`config.mk`:
```
export PLATFORM = sky130hd
export DESIGN_NAME = colorPalette
export DESIGN_NICKNAME = d
export VERILOG_FILES = /design/src/common/ppuPkg.sv /design/src/source/colorPalette.sv
export SDC_FILE = /design/constraint.sdc
export NUM_CORES = 1
export LEC_CHECK = 0
export BUFFER_PORTS_ARGS = -buffer_cell sky130_fd_sc_hd__buf_2
export CORE_AREA = 5 5 42 44
export CTS_CLUSTER_DIAMETER = 120
export DETAILED_ROUTE_END_ITERATION = 10
export DIE_AREA = 0 0 47 49
export PLACE_DENSITY = 0.67
export SLEW_MARGIN = 5
export SYNTH_ARGS = -nofsm -noshare
export SYNTH_HDL_FRONTEND = slang
export SYNTH_SLANG_ARGS = --single-unit
```
`constraint.sdc`:
```
create_clock -name clk -period 1.9 [get_ports clk]
set_clock_uncertainty 0.05 [all_clocks]
set_input_delay 0.38 -clock clk [delete_from_list [all_inputs] [get_ports clk]]
set_output_delay 0.38 -clock clk [all_outputs]
set_load 0.005 [all_outputs]
```
`src/common/ppuPkg.sv`:
```
`default_nettype none

package ppuPkg;

    localparam int cellAddrWidth  = 11;  // 5 row bits, 6 column bits
    localparam int glyphAddrWidth = 11;  // 7 glyph bits, 4 row bits
    localparam int cursorWidth    = 10;  // One bit above the 512 grid

    localparam logic [15:0] cellRegionBase  = 16'h0000;
    localparam logic [15:0] glyphRegionBase = 16'h1000;
    localparam logic [15:0] controlAddr     = 16'h2000;

    typedef enum logic [1:0] {
        regionCell,
        regionGlyph,
        regionControl,
        regionNone
    } regionKind;

    typedef enum logic [3:0] {
        fgBlack, fgRed, fgGreen, fgMustard,
        fgBlue, fgViolet, fgCyan, fgDarkGray,
        fgLightGray, fgIntenseRed, fgIntenseGreen, fgIntenseYellow,
        fgIntenseBlue, fgIntenseMagenta, fgIntenseCyan, fgWhite
    } fgColor;

    // Entries packed as {red, green, blue}, 8 bits each
    localparam logic [23:0] fgPalette [16] = '{
        24'h000000, 24'h7F0000, 24'h007F00, 24'h7F7F00,
        24'h00007F, 24'h7F007F, 24'h007F7F, 24'h404040,
        24'h7F7F7F, 24'hFF0000, 24'h00FF00, 24'hFFFF00,
        24'h0000FF, 24'hFF00FF, 24'h00FFFF, 24'hFFFFFF
    };

    // Index bit 0 is red, bit 1 green, bit 2 blue
    localparam logic [23:0] bgPalette [8] = '{
        24'h000000, 24'hFF0000, 24'h00FF00, 24'hFFFF00,
        24'h0000FF, 24'hFF00FF, 24'h00FFFF, 24'hFFFFFF
    };

    localparam int pipeLatency = 3;  // Cursor in to RGB out

endpackage

`default_nettype wire
```
`src/source/colorPalette.sv`:
```
`timescale 1ns/100ps
`default_nettype none

module colorPalette (
    input  logic       clk,
    input  logic       reset,
    input  logic [7:0] attribute,
    input  logic       pixelOn,
    input  logic       pixelBlank,
    input  logic       displayEnable,
    output logic [4:0] rgbRed,
    output logic [5:0] rgbGreen,
    output logic [4:0] rgbBlue
);

    ppuPkg::fgColor fgIndex;
    logic [2:0]     bgIndex;
    logic [23:0]    color;
    logic           showPixel;

    assign fgIndex = ppuPkg::fgColor'(attribute[3:0]);
    assign bgIndex = attribute[6:4];  // Bit 7 is unused

    always_comb begin
        if (pixelOn) begin
            color = ppuPkg::fgPalette[fgIndex];
        end else begin
            color = ppuPkg::bgPalette[bgIndex];
        end
    end

    assign showPixel = displayEnable && !pixelBlank;

    // Third pipeline stage
    always_ff @(posedge clk or negedge reset) begin
        if (!reset) begin
            rgbRed   <= '0;
            rgbGreen <= '0;
            rgbBlue  <= '0;
        end else if (showPixel) begin
            rgbRed   <= color[23:19];  // Upper 5 bits of red
            rgbGreen <= color[15:10];  // Upper 6 bits of green
            rgbBlue  <= color[7:3];
        end else begin
            rgbRed   <= '0;
            rgbGreen <= '0;
            rgbBlue  <= '0;
        end
    end

endmodule

`default_nettype wire

```
==> summary.txt <==
outcome: completed
async set or reset register ratio after synthesis: 100%
initial DRC count: 8
share of the synthesized area in the top cell type: 49.6%
Slowest-stage cell, CP: dfrtp_1
Post-synth EDFFs: 0
Hold Crit Class: in -> reg
ANT nets after route: 0
worst-margin pin slew: 0.397 ns
Vias: 417
Avg WL per Cell: 10.6 µm
die area: 2300 µm²
TritonCTS buffer count: 3
Final setup viols: 0
CP endpoint kind: output port
Crit Path Class: reg -> out
syn_nets: 61
most frequent cell after synthesis: dfrtp_1
# port buffers: 27
number of synthesized register bits: 9
DP HPWL: 766 µm
largest cells by area after synthesis: dfrtp_1 50%, buf_4 12%, a311oi_1 5.8%
RSZ-0062 raised after global routing: false
# IOs: 29
syn avg cell area: 9.46 µm²
combinational power share: 16.2%
min-delay src: attribute[1]
CP Max Fanout: 4
drt drc: 0
maximum VDD drop: 0.000207 V
Synth area leader: dfrtp_1
vias in the first global route: 343
via/cell ratio: 4.74
Fmax achieved: 0.826 GHz
area grow syn2layout: 29.8%
share of layout cells above drive strength 1: 43.1%
largest delay contributor family on the critical path: flip-flops
total negative setup slack: 0 ns
clock-pin slew on the worst setup and hold paths: 0.06 ns
floorplan core area: 1400 µm²
gp weighted congestion: 0.841
die width: 47 µm
most frequent cells after synthesis: 9 x dfrtp_1, 7 x buf_4, 6 x nand2_1
sw power: 104 µW
# diodes: 0
Finished Layout Cells: 88
Post-CTS Setup Bufs: 0
clock tree root driver cell: clkbuf_4
Clk pwr share: 34.4%
Bufs and invs on worst path: 1
Power Dens Cells: 701 nW/µm²
Clock Path Buffers: 2
Unique masters post-synth: 14
H-tree depth: 1
GR Util All Layers: 8.69%
first-pass GRT wire length: 1360 µm
fin crit period: 1.21 ns
CP required: 1.47 ns
hold_buf cts: 1
row count: 14
Resized Gates After CTS: 0
CTS tree: yes
Syn Std Cell Area: 454 µm²
synth warn: 0
sequential power share: 49.4%
wirelength, routed: 933 µm
Slew Limit Fails: 0
CP peak stage delay: 0.39 ns
Leak: 0.339 nW
First-pass DRT Iterations: 4
Setup crit start kind: flip-flop
Tcrit/Tclk final: 63.7%
Max-Cap Viols: 0
Synth Flop Type: dfrtp_1
DP Cell Count: 83
worst path arrival time: 0.78 ns
cells along the critical path: buf_2
die height: 49 µm
initial antenna violation count: 0
grt ovf: 0
final hold violation count: 0
Max-slew headroom: 73.2%
largest net degree at the start of global routing: 15
switching part of the total: 25.1%
Clock Sinks: 9
starting density of the core: 32.4%
Synth Instances: 48
final net count: 86
Core Util, Final: 42.1%
Int Power: 309 µW
Worst Setup SP: rgbGreen[3]
Total Power: 413 µW
post-synthesis sequential area ratio: 49.6%
==> power groups by stage <==
stage	Sequential (mW)	Clock (mW)	Combinational (mW)
after global placement	0.207	0	0.0648
after global routing	0.205	0.163	0.0734
after CTS	0.204	0.148	0.0673
final	0.204	0.142	0.0669
after floorplan	0.210	0	0.0351
after detailed placement	0.208	0	0.0659
==> final timing paths <==
kind | to | cells past startpoint | slack (ns)
max in group asynchronous | rgbBlue[4] | 2 | 1.20
min | rgbRed[2] | 2 | 0.34
min in group asynchronous | rgbRed[4] | 2 | 0.43
max | rgbGreen[1] | 1 | 0.69
==> per-stage QoR <==
| step | hold slack (ns) | area, µm² | worst slack [ns] |
|---|---|---|---|
| after floorplan | 0.0344 | 454 | 0.884 |
| after global placement | 0.180 | 552 | 0.654 |
| after detailed placement | 0.183 | 552 | 0.650 |
| after CTS | 0.328 | 589 | 0.672 |
| after global routing | 0.337 | 589 | 0.644 |
| final | 0.343 | 589 | 0.689 |
==> state kept, by name, summed over array words and instances (netlist names) <==
signal / count
rgbRed: 3
rgbGreen: 3
rgbBlue: 3
==> layer usage <==
metal | wire [µm] | up-vias | GRT usage [%]
met5 | 0 | - | 0
met4 | 51 | 0 | 11.5
met3 | 112 | 5 | 2.95
met2 | 398 | 29 | 9.95
met1 | 370 | 178 | 10.3
li1 | - | 205 | -
==> cell families after synthesis <==
| kind of cell | Yosys count | share of synthesized area [%] |
|---|---|---|
| compound gates | 13 | 17.4 |
| flops | 9 | 49.6 |
| simple gates | 16 | 18.7 |
| buf+inv | 10 | 14.3 |
==> cells in the final DEF (no fill, tap or decap) <==
cell type / count
nand2b_1: 3
a31oi_1: 2
a21oi_1: 4
clkbuf_4: 3
o21ai_0: 4
a311oi_1: 3
dlygate4sd3_1: 1
nand2_1: 6
dfrtp_1: 9
clkinv_2: 1
nor2b_1: 1
nor2_1: 2
buf_2: 27
nor3b_1: 2
inv_1: 2
and2b_1: 2
==> cell type report <==
type	instances	area (µm²)
clock buffers	3	22.5
clock inverters	1	5.00
fillers	153	812
inverters	2	7.51
multi-input cells	29	164
flip-flops and latches	9	225
well taps	16	20.0
repair buffers	28	145
(Power assumes the default switching activity.)
