File: config.mk
export PLATFORM = sky130hd
export DESIGN_NAME = hostWriteDecoder
export DESIGN_NICKNAME = d
export VERILOG_FILES = /design/src/common/ppuPkg.sv /design/src/source/hostWriteDecoder.sv
export SDC_FILE = /design/constraint.sdc
export NUM_CORES = 1
export LEC_CHECK = 0
export ABC_AREA = 1
export BUFFER_PORTS_ARGS = -buffer_cell sky130_fd_sc_hd__buf_4
export CAP_MARGIN = 20
export CORE_MARGIN = 5
export CORE_UTILIZATION = 42
export DETAILED_ROUTE_END_ITERATION = 10
export PLACE_DENSITY = 0.83
export SYNTH_ARGS = -nofsm -noshare
export SYNTH_HDL_FRONTEND = slang
export SYNTH_SLANG_ARGS = --single-unit
File: constraint.sdc
create_clock -name clk -period 1.22 [get_ports clk]
set_clock_uncertainty 0.15 [all_clocks]
set_input_delay 0.366 -clock clk [delete_from_list [all_inputs] [get_ports clk]]
set_output_delay 0.366 -clock clk [all_outputs]
set_load 0.02 [all_outputs]
File: src/common/ppuPkg.sv
`default_nettype none

package ppuPkg;

    localparam int cellAddrWidth  = 11;  // 5 row bits, 6 column bits
    localparam int glyphAddrWidth = 11;  // 7 glyph bits, 4 row bits
    localparam int cursorWidth    = 10;  // One bit above the 512 grid

    localparam logic [15:0] cellRegionBase  = 16'h0000;
    localparam logic [15:0] glyphRegionBase = 16'h1000;
    localparam logic [15:0] controlAddr     = 16'h2000;

    typedef enum logic [1:0] {
        regionCell,
        regionGlyph,
        regionControl,
        regionNone
    } regionKind;

    typedef enum logic [3:0] {
        fgBlack, fgRed, fgGreen, fgMustard,
        fgBlue, fgViolet, fgCyan, fgDarkGray,
        fgLightGray, fgIntenseRed, fgIntenseGreen, fgIntenseYellow,
        fgIntenseBlue, fgIntenseMagenta, fgIntenseCyan, fgWhite
    } fgColor;

    // Entries packed as {red, green, blue}, 8 bits each
    localparam logic [23:0] fgPalette [16] = '{
        24'h000000, 24'h7F0000, 24'h007F00, 24'h7F7F00,
        24'h00007F, 24'h7F007F, 24'h007F7F, 24'h404040,
        24'h7F7F7F, 24'hFF0000, 24'h00FF00, 24'hFFFF00,
        24'h0000FF, 24'hFF00FF, 24'h00FFFF, 24'hFFFFFF
    };

    // Index bit 0 is red, bit 1 green, bit 2 blue
    localparam logic [23:0] bgPalette [8] = '{
        24'h000000, 24'hFF0000, 24'h00FF00, 24'hFFFF00,
        24'h0000FF, 24'hFF00FF, 24'h00FFFF, 24'hFFFFFF
    };

    localparam int pipeLatency = 3;  // Cursor in to RGB out

endpackage

`default_nettype wire
File: src/source/hostWriteDecoder.sv
`timescale 1ns/100ps
`default_nettype none

module hostWriteDecoder #(
    parameter int cellAddrWidth  = 11,
    parameter int glyphAddrWidth = 11
) (
    input  logic                      clk,
    input  logic                      reset,
    input  logic                      wen,
    input  logic [15:0]               address,
    input  logic [15:0]               data,
    output logic                      cellWrite,
    output logic [cellAddrWidth-1:0]  cellAddr,
    output logic [15:0]               cellData,
    output logic                      glyphWrite,
    output logic [glyphAddrWidth-1:0] glyphAddr,
    output logic [7:0]                glyphData,
    output logic                      displayEnable
);

    localparam int cellEntries  = 1 << cellAddrWidth;
    localparam int glyphEntries = 1 << glyphAddrWidth;

    logic [15:0]       cellOffset;
    logic [15:0]       glyphOffset;
    ppuPkg::regionKind region;

    assign cellOffset  = address - ppuPkg::cellRegionBase;
    assign glyphOffset = address - ppuPkg::glyphRegionBase;

    always_comb begin
        region = ppuPkg::regionNone;  // Unmapped writes fall through
        if (address == ppuPkg::controlAddr) begin
            region = ppuPkg::regionControl;
        end else if (cellOffset < cellEntries) begin
            region = ppuPkg::regionCell;
        end else if (glyphOffset < glyphEntries) begin
            region = ppuPkg::regionGlyph;
        end
    end

    always_ff @(posedge clk or negedge reset) begin
        if (!reset) begin
            cellWrite     <= 1'b0;
            glyphWrite    <= 1'b0;
            displayEnable <= 1'b0;
        end else begin
            cellWrite  <= wen && (region == ppuPkg::regionCell);
            glyphWrite <= wen && (region == ppuPkg::regionGlyph);
            if (wen && (region == ppuPkg::regionControl)) begin
                displayEnable <= data[0];
            end
        end
    end

    always_ff @(posedge clk) begin
        if (wen) begin
            cellAddr  <= cellOffset[cellAddrWidth-1:0];
            cellData  <= data;  // Attribute high, code low
            glyphAddr <= glyphOffset[glyphAddrWidth-1:0];
            glyphData <= data[7:0];  // One glyph row
        end
    end

endmodule

`default_nettype wire

==> summary.md <==
| Metric | Value |
|---|---|
| Vias in the first global route | `905` |
| Tcrit/Tclk final | `118%` |
| Worst Hold Path EP | `cellData[15]` |
| Initial DRT Pass Iterations | `3` |
| Min-Delay Path Class | `primary input to register` |
| Die Ht | `62.0 um` |
| Slew HR | `76.3%` |
| R2R Path Start | `displayEnable` |
| Die area | `0.00385 mm^2` |
| Critical path cell sequence | `buf_4` |
| Cts bufs inserted | `5` |
| Critical R2R Capture | `displayEnable` |
| Drt via density | `4.55` |
| Routed wire per std cell | `15.0 um` |
| Max_cap viols | `0` |
| Drt drc | `0` |
| Pre-CTS setup slack | `-0.0462 ns` |
| Synth Area in Adders | `0%` |
| Clk_lat worst skew | `0.32 ns` |
| # rows | `18` |
| Flop2flop setup slack | `0.44 ns` |
| Share of cells above drive strength 1 | `63.9%` |
| Ranking of synthesized cells by area | `edfxtp_1 (71%), buf_4 (13%), dfrtp_1 (6.6%)` |
| Delay-heaviest family, CP | `flip-flops` |
| Most frequent cell after synthesis | `edfxtp_1` |
| Critical path endpoint category | `output port` |
| GRT overflow | `0` |
| Inserted Diodes | `0` |
| Detailed Route WL | `2660 um` |
| Crit Path Category | `register to output port` |
| Max incr delay on CP | `0.42 ns` |
| Critical Path RT | `0.70 ns` |
| WP buf/inv | `1` |
| Setup violations, final | `49` |
| Fin. max-slew vios | `0` |
| Post-synth ARST share | `10.0%` |
| Post-synthesis compound-gate area fraction | `0%` |
| Xor and xnor area share after synthesis | `0%` |
| CTS tree | `built` |
| Syn Nets | `108` |
| Maximum fanout along the worst path | `2` |
| Cell variety after synth | `10` |
| Final hold vios | `0` |
| Multiplexer share of the synthesized area | `0%` |
| Failing checks | `setup timing` |
| CTS max path bufs | `2` |
| Biggest area consumer among synthesized cells | `edfxtp_1` |
| Largest family of logic cells by synthesized area | `buffers and inverters` |
| GPL Wtd Cong | `0.646` |
| Power density cells | `1430 mW/mm^2` |
| Cell area after synthesis | `0.00114 mm^2` |
| Via count | `806` |
| H-tree depth | `2` |
| Sequential fraction of the synthesis area | `78.0%` |
| Post-synth top flop | `edfxtp_1` |
| Critical Path Start Type | `register` |
| Status | `complete, but fails checks` |
| Worst r2r path cells | `2` |
| Pin count of the biggest net entering global routing | `31` |
| Core area | `0.00252 mm^2` |
| Initial drt markers | `9` |
| Syn. warnings | `0` |
| Mapped Cells | `73` |
| Pleak | `0.857 nW` |
| Period minus WS final | `1.44 ns` |
| Area of the multi-input gates | `100 um^2` |
| Simple-gate share of the synthesized area | `8.81%` |
| HPWL Detailed | `2090 um` |
| Post-Syn Area per Cell | `15.6 um^2` |
| Initial Utilization | `45.0%` |
| Actual slew at the worst max-slew pin | `0.355 ns` |
| # clock sinks | `30` |
| CTS Root Cell | `clkbuf_4` |
| Slowest CP cell | `edfxtp_1` |
| Synth top area share | `71.4%` |
| Arrival time at the worst endpoint | `0.92 ns` |
| Hold_sp | `data[15]` |
| F_max | `0.696 GHz` |
| IO Count | `84` |
| Final worst slack | `-0.216 ns` |
| Post-synth EDFFs | `27` |
| Register area | `886 um^2` |
| FF+latch count, synth | `30` |
| Syn-to-layout area delta | `68.3%` |
| Port Buffers | `83` |
| Hold Path Cell Cnt | `1` |
| RSZ-0062 raised after global routing | `yes` |
| Nets@finish | `181` |
| Commonest cells in the netlist | `edfxtp_1 (27), buf_4 (19), nor2_1 (10)` |
| Final Hold Slack | `0.0614 ns` |
| Initial antenna violation count | `0` |
| Antenna Nets Post-Route | `0` |
| GRT Util Overall | `14.9%` |
| First-pass GRT wire length | `3820 um` |
| Clock transition at path regs | `0.09 ns` |
| Die Width | `62.0 um` |
| VDD IR max | `1.19 mV` |
| Fillcell total | `161` |
| Total power draw | `2.74 mW` |
-- stage by stage --
stage / area, um^2 / cells / TNS (ns) / util, %
6_report: 1910 / 177 / -9.40 / 75.8
5_1_grt: 1910 / 177 / -11.53 / 75.8
4_1_cts: 1910 / 177 / -10.47 / 75.8
3_5_place_dp: 1660 / 168 / -0.0462 / 65.9
3_3_place_gp: 1660 / 168 / -0.00753 / 65.9
2_1_floorplan: 1140 / 73 / 0 / -
-- worst max path at each step --
stage               endpoint  cells past startpoint   startpoint
3_5_place_dp   displayEnable                      7   address[1]
5_1_grt         glyphAddr[7]                      1  cellAddr[7]
4_1_cts         glyphAddr[5]                      1  cellAddr[5]
2_1_floorplan   glyphAddr[0]                      1  cellAddr[0]
3_3_place_gp   displayEnable                      7   address[3]
6_report        glyphAddr[5]                      1  cellAddr[5]
-- cell usage in the layout (no fill, tap or decap), drive strengths merged --
master and instances:
nand2 5, nand4 1, nor2 12, clkinv 1
inv 2, clkbuf 5, dlygate4sd3 1, dfrtp 3
buf 84, nand3 4, edfxtp 27, bufinv 2
-- metal layers --
metal	vias up	global-route usage, %	part of all wire [%]
li1	380	-	-
met1	365	12.0	27
met2	52	27.8	59
met3	9	6.40	11
met4	0	10.9	3.3
met5	-	0	0
-- report_power, final --
part / switching [mW] / total (mW) / internal (mW)
clock network: 0.329 / 0.960 / 0.631
registers: 0.0504 / 1.26 / 1.20
logic: 0.250 / 0.524 / 0.274
total: 0.629 / 2.74 / 2.11
-- kinds of logic (layout without fill, tap and decap cells) --
family / Yosys count / count (layout)
DFF: 30 / 30
and+or+nand+nor: 22 / 22
buffers and inverters: 21 / 95
-- final cells by class --
type	count	share of cell area [%]
Clock buffer	5	1.96
Timing Repair Buffer	85	40.8
Clock inverter	3	3.34
Multi-Input combinational cell	22	5.24
Tap cell	30	1.96
Sequential cell	30	46.3
Inverter	2	0.393
-- flip-flops by register name, indices dropped and copies added (netlist names) --
register and cells:
displayEnable 1, cellData 16, glyphWrite 1, cellAddr 11
cellWrite 1
-- timing repair --
item,in CTS,in global routing
setup buffers,0,0
endpoints found under the setup margin,49,49
gates resized for setup,37,0
hold buffers,1,0
hold endpoints to repair,3,0
(Power assumes the default switching activity.)
