File: config.mk
export PLATFORM = sky130hd
export DESIGN_NAME = textPipeline
export DESIGN_NICKNAME = d
export VERILOG_FILES = /design/src/textRender/textPipeline.sv
export SDC_FILE = /design/constraint.sdc
export NUM_CORES = 1
export LEC_CHECK = 0
export BUFFER_PORTS_ARGS = -buffer_cell sky130_fd_sc_hd__buf_4
export CORE_ASPECT_RATIO = 1.25
export CORE_MARGIN = 2
export CORE_UTILIZATION = 32
export CTS_CLUSTER_DIAMETER = 50
export CTS_CLUSTER_SIZE = 40
export DETAILED_ROUTE_END_ITERATION = 16
export PLACE_DENSITY = 0.85
export SLEW_MARGIN = 0
export SYNTH_ARGS = -nofsm -noshare
export SYNTH_HDL_FRONTEND = slang
export SYNTH_SLANG_ARGS = --single-unit
File: constraint.sdc
create_clock -name clk -period 2 [get_ports clk]
set_input_delay 0.3 -clock clk [delete_from_list [all_inputs] [get_ports clk]]
set_output_delay 0.3 -clock clk [all_outputs]
set_load 0.05 [all_outputs]
File: src/textRender/textPipeline.sv
`timescale 1ns/100ps
`default_nettype none

module textPipeline #(
    parameter int cursorWidth    = 10,
    parameter int cellAddrWidth  = 11,
    parameter int glyphAddrWidth = 11
) (
    input  logic                      clk,
    input  logic                      reset,
    input  logic [cursorWidth-1:0]    xCursor,
    input  logic [cursorWidth-1:0]    yCursor,
    input  logic                      blank,
    input  logic [15:0]               cellData,
    input  logic [7:0]                glyphData,
    output logic [cellAddrWidth-1:0]  cellReadAddr,
    output logic [glyphAddrWidth-1:0] glyphReadAddr,
    output logic [7:0]                attribute,
    output logic                      pixelOn,
    output logic                      pixelBlank
);

    // A character is 8 pixels wide and 16 rows high
    localparam int colBits    = 6;
    localparam int rowBits    = cellAddrWidth - colBits;
    localparam int codeBits   = glyphAddrWidth - 4;
    localparam int gridWidth  = 8 << colBits;
    localparam int gridHeight = 16 << rowBits;

    logic       outside;

    // Stage 1 side-band, in step with the cell read
    logic [3:0] glyphRow1;
    logic [2:0] pixelCol1;
    logic       blank1;

    // Stage 2 side-band, in step with the glyph read
    logic [7:0] attribute2;
    logic [2:0] pixelCol2;
    logic       blank2;

    assign outside = (xCursor >= gridWidth) || (yCursor >= gridHeight);

    // Character row then character column
    assign cellReadAddr = {yCursor[rowBits+3:4], xCursor[colBits+2:3]};

    // Code bit 7 is dropped, so codes 128 and up reuse the low glyphs
    assign glyphReadAddr = {cellData[codeBits-1:0], glyphRow1};

    always_ff @(posedge clk or negedge reset) begin
        if (!reset) begin
            blank1 <= 1'b1;  // Pipeline starts out blanked
            blank2 <= 1'b1;
        end else begin
            blank1 <= blank || outside;
            blank2 <= blank1;
        end
    end

    always_ff @(posedge clk) begin
        glyphRow1  <= yCursor[3:0];
        pixelCol1  <= xCursor[2:0];
        attribute2 <= cellData[15:8];  // Attribute arrives with the cell word
        pixelCol2  <= pixelCol1;
    end

    // Leftmost pixel of a glyph row is bit 7
    assign pixelOn    = glyphData[3'd7 - pixelCol2];
    assign attribute  = attribute2;
    assign pixelBlank = blank2;

endmodule

`default_nettype wire

==> results.cfg, run 1 <==
[run_status]
status = finished clean

[clock_network]
post_cts_buffers = 0
cts.sinks = 20
clockBufferDepth = 2
clock_latency_ns = 0.28
cts_root_buffer = clkbuf_4
cts_tree = yes
cts_made_buffers = 3
h-tree-depth = 1
path_clk_slew_ns = 0.10

[sta]
fin_crit_ns = 1.92
final-setup-viol-count = 0
finalHoldViolations = 0
setup_ws_ns = 0.0782
tightest_slew_ns = 0.150
finalClockSkew_ns = 0.000149
period_share = 0.961
clock.fmax_ghz = 0.520
grt_setup_unrepaired = false
final_max_slew_viol_count = 0
max_slew_margin = 0.901
holdWs_ns = 0.108
final.setup.tns_ns = 0

[setup_path]
crit_type = flip-flop to primary output
worst-path-buf-inv = 1
reg2reg_slack_ns = 1.42
crit_chain = mux4_1 -> mux2_2 -> buf_6
cp_max_fo = 2
crit_path_end_kind = primary output
startpoint_type = flip-flop
critPathSlowestCell = mux4_1
cp_top_family = multiplexers
crit_arrival_ns = 1.62
required_ns = 1.70
cp_slowest_stage_delay_ns = 0.55

[yosys]
netlist_area_um2 = 618
ys_types = 6
syn_nets = 89
avgSynthCellArea_um2 = 14.7
syn_inst = 42
yosysSeqAreaShare = 0.668
yosys_register_bits = 20
yosysWarnings = 0

[final_layout]
n_antenna_cell = 0
drive_gt1_frac = 0.700
fin_area_um2 = 866
fin_cells = 89
syn_to_final_growth_pct = 40.1
layout.nets = 118

[hold_path]
min_path_type = input port to flip-flop

[placement]
pre_cts_slack_ns = 0.332
placed_cell_area_um2 = 815
gp_congestion = 0.597
portBuffers = 41
dp_cells = 84

[global_routing]
grt_use_met1 = 0.0758
gr-total-overflow = 0
grt_pass1_wl_um = 1640
grt_max_degree = 12
antenna_found_initial = 0
grt_pass1_vias = 417
met2_usage = 0.164
use_met3 = 0.0648
track_usage = 0.0991
top_usage_layer = met2

[power_and_ir_drop]
clkPwrFrac = 0.280
p_switching_uw = 186
combPwrFrac = 0.174
p_int_uw = 596
seqPwrFrac = 0.546
swShare = 0.238
cellPowerDensity_nw_per_um2 = 903
p_leak_nw = 0.422
ir_worst_vdd_uv = 416

[die]
die_h_um = 53.1
pin_count = 79
core_um2 = 1790
start_util = 0.346
fp-row-count = 17
die_x_um = 43.3
dieArea_um2 = 2300

[detailed_routing]
dr.first_iter.drc_count = 2
wl_per_cell_um = 12.0
wl_um = 1070
drc = 0
vias = 381
firstDrtPassIters = 2
via_per_inst = 4.28
postRouteAntennaNets = 0

[run]
cap_violations = 0
## sequential cells by signal, indices dropped and copies added (netlist names)
| signal | count |
|---|---|
| attribute | 8 |
| blank1 | 1 |
| glyphRow1 | 4 |
| pixelCol1 | 3 |
| pixelBlank | 1 |
| pixelCol2 | 3 |
## cell usage in the layout, fill, tap and decap left out
cell and instances:
clkbuf_4 3, dfstp_2 2, buf_4 40, clkbuf_8 1, dfxtp_2 1, or3_1 1, dfxtp_1 17, mux4_1 2
buf_6 1, mux2_2 1, dlygate4sd3_1 1
## worst paths after layout
kind | from | endpoint | cells after the start
max in group asynchronous | reset | blank1 | 2
min in group asynchronous | reset | pixelBlank | 2
hold reg to reg | pixelCol1[0] | pixelCol2[0] | 0
setup / recovery | pixelCol2[0] | pixelOn | 3
setup reg to reg | blank1 | pixelBlank | 0
hold / removal | xCursor[2] | pixelCol1[2] | 1
## layer usage
metal,vias to the layer above,share of wire
met5,-,0
met1,169,0.32
met4,0,0.0085
met2,34,0.50
li1,174,-
met3,4,0.17
## metrics by stage
step           power [mW]   util
6_report            0.782  0.485
2_1_floorplan       0.600      -
5_1_grt             0.822  0.485
4_1_cts             0.795  0.482
3_5_place_dp        0.570  0.456
3_3_place_gp        0.567  0.456
## final cells by class
cell class	instances	area, um2
flip-flops and latches	20	414
clock buffers	4	36.3
repair buffers	42	322
multi-input cells	4	70.1
fillers	152	921
well taps	19	23.8
## cells by family after synthesis
group / synth area share
flops: 0.668
buf+inv: 0.219
mux: 0.103
simple gates: 0.0101
## Yosys cell counts
| cell | number | area, um2 |
|---|---|---|
| dfxtp_1 | 18 | 360 |
| or3_1 | 1 | 6.26 |
| dfstp_2 | 2 | 52.6 |
| mux2_2 | 1 | 11.3 |
| buf_4 | 18 | 135 |
| mux4_1 | 2 | 52.6 |
## what timing repair did
item | 4_1_cts | 5_1_grt
hold buffers | 1 | 0
resized for setup | 1 | 1
endpoints found under the hold margin | 2 | 0
setup endpoints to repair | 1 | 1
## power groups by stage
stage / logic (mW) / registers, mW / clock network, mW
6_report: 0.136 / 0.427 / 0.219
5_1_grt: 0.141 / 0.429 / 0.251
4_1_cts: 0.136 / 0.427 / 0.232
3_5_place_dp: 0.134 / 0.436 / 0
3_3_place_gp: 0.132 / 0.436 / 0
2_1_floorplan: 0.116 / 0.484 / 0
(Power assumes the default switching activity.)
==> run 2: changes to the inputs <==
CORE_ASPECT_RATIO = 0.7   (was 1.25)
CORE_UTILIZATION = 30   (was 32)
PLACE_DENSITY = 0.8   (was 0.85)
clock period = 1.9 ns   (was 2 ns; I/O delays follow)
==> run 2 against run 1 <==
  * Critical path depth unchanged
  * Clock power increased by 4%
  * Critical endpoint unchanged
  * Final cell count increased by 3.4%
  * Total power increased by 5.2%
  * Via count decreased by 2.6%
  * Sequential cell count unchanged
  * Highest routed layer unchanged
  * Non-clock buffer count unchanged
==> results.cfg, run 2 (synthesis results as in run 1) <==
[sta]
period_share = 0.983
tightest_slew_ns = 0.151
fin_crit_ns = 1.87
finalHoldViolations = 0
final_max_slew_viol_count = 0
clock.fmax_ghz = 0.535
max_slew_margin = 0.900
grt_setup_unrepaired = true
final-setup-viol-count = 0
finalClockSkew_ns = 0.0000681
holdWs_ns = 0.0951
final.setup.tns_ns = 0

[setup_path]
rr_startpoint = blank1
r2r_cells = 0
cp_top_family = multiplexers
crit_type = flip-flop to primary output
critPathSlowestCell = mux4_2
cp_slowest_stage_delay_ns = 0.50
crit_chain = mux4_2 -> mux2_2 -> buf_6
worst-path-buf-inv = 1
crit_arrival_ns = 1.58
required_ns = 1.62
reg2reg_slack_ns = 1.32
crit_path_end_kind = primary output
cp_max_fo = 2
startpoint_type = flip-flop
reg2reg_to = pixelBlank

[power_and_ir_drop]
p_leak_nw = 0.414
fin_total_pwr_uw = 823
p_switching_uw = 195
clkPwrFrac = 0.277
cellPowerDensity_nw_per_um2 = 955
swShare = 0.237
p_int_uw = 628
ir_worst_vdd_uv = 673
seqPwrFrac = 0.547
combPwrFrac = 0.176

[clock_network]
cts_tree = yes
h-tree-depth = 1
clockBufferDepth = 2
cts_made_buffers = 3
cts_root_buffer = clkbuf_4
path_clk_slew_ns = 0.10
cts.sinks = 20
clock_latency_ns = 0.28

[final_layout]
n_antenna_cell = 0
layout.nets = 118
drive_gt1_frac = 0.729
final_cell_mix = buf_4 (40), dfxtp_1 (17), clkbuf_4 (3)
largest_register_ffs = 8
final_common_cell = buf_4
fin_area_um2 = 862
fill_cells = 170
syn_to_final_growth_pct = 39.5
utilization = 0.453

[die]
die_h_um = 42.0
pin_count = 79
core_um2 = 1900
fp-row-count = 13
die_x_um = 58.3
dieArea_um2 = 2450
start_util = 0.325

[global_routing]
gr-total-overflow = 0
antenna_found_initial = 0
track_usage = 0.0892
grt_pass1_wl_um = 1660
grt_pass1_vias = 442
grt_max_degree = 12

[hold_path]
hold_depth = 1
min_path_type = input port to flip-flop
hold_end = glyphRow1[2]
hold_start = yCursor[2]

[detailed_routing]
wl_um = 1060
via_per_inst = 4.03
vias = 371
firstDrtPassIters = 2
dr.first_iter.drc_count = 1
wl_per_cell_um = 11.5
drc = 0
postRouteAntennaNets = 0

[run]
cap_violations = 0

[placement]
placed_cell_area_um2 = 818
portBuffers = 41
gp_congestion = 0.623

[run_status]
status = finished clean
-- run 2: cell counts in the layout (fill, tap and decap cells not counted) --
No cell type changed its count.
-- run 2: cell type report --
class,instances,area (um2),share of cell area
timing repair buffer,42,322,0.373
multi-input combinational,4,62.6,0.0726
tap,22,27.5,0.0319
sequential,20,414,0.480
clock buffer,4,36.3,0.0421
-- run 2: per-stage QoR --
| step | instances | setup WS, ns |
|---|---|---|
| final | 92 | 0.0315 |
| after global placement | 87 | 0.285 |
| after global routing | 92 | -0.0258 |
| after floorplan | 42 | 0.364 |
| after CTS | 92 | 0.00988 |
| after detailed placement | 87 | 0.229 |
-- run 2: repair_timing --
action	CTS	global route
resized for setup	4	0
endpoints found under the setup margin	1	1
buffers inserted	0	0
hold endpoints to repair	2	0
hold buffers	1	0
-- run 2: worst max path at each step --
stage	startpoint	end	slack, ns	cells past startpoint
2_1_floorplan	pixelCol2[0]	pixelOn	0.36	2
3_3_place_gp	pixelCol2[0]	pixelOn	0.29	3
3_5_place_dp	pixelCol2[0]	pixelOn	0.23	3
4_1_cts	pixelCol2[0]	pixelOn	0.01	3
5_1_grt	pixelCol2[0]	pixelOn	-0.03	3
6_report	pixelCol2[0]	pixelOn	0.03	3
-- run 2: routing by layer --
metal | vias to the layer above | wire, um | part of all wire | GRT usage
met2 | 30 | 535 | 0.51 | 0.145
met4 | 0 | 13 | 0.012 | 0.0419
met3 | 4 | 169 | 0.16 | 0.0556
met1 | 164 | 336 | 0.32 | 0.0893
li1 | 173 | - | - | -
met5 | - | 0 | 0 | 0
-- run 2: power by group through the flow --
stage	Combinational [mW]	Sequential (mW)	Clock (mW)
3_3_place_gp	0.138	0.458	0
5_1_grt	0.150	0.453	0.255
3_5_place_dp	0.141	0.460	0
6_report	0.145	0.450	0.228
4_1_cts	0.146	0.451	0.237
2_1_floorplan	0.123	0.509	0
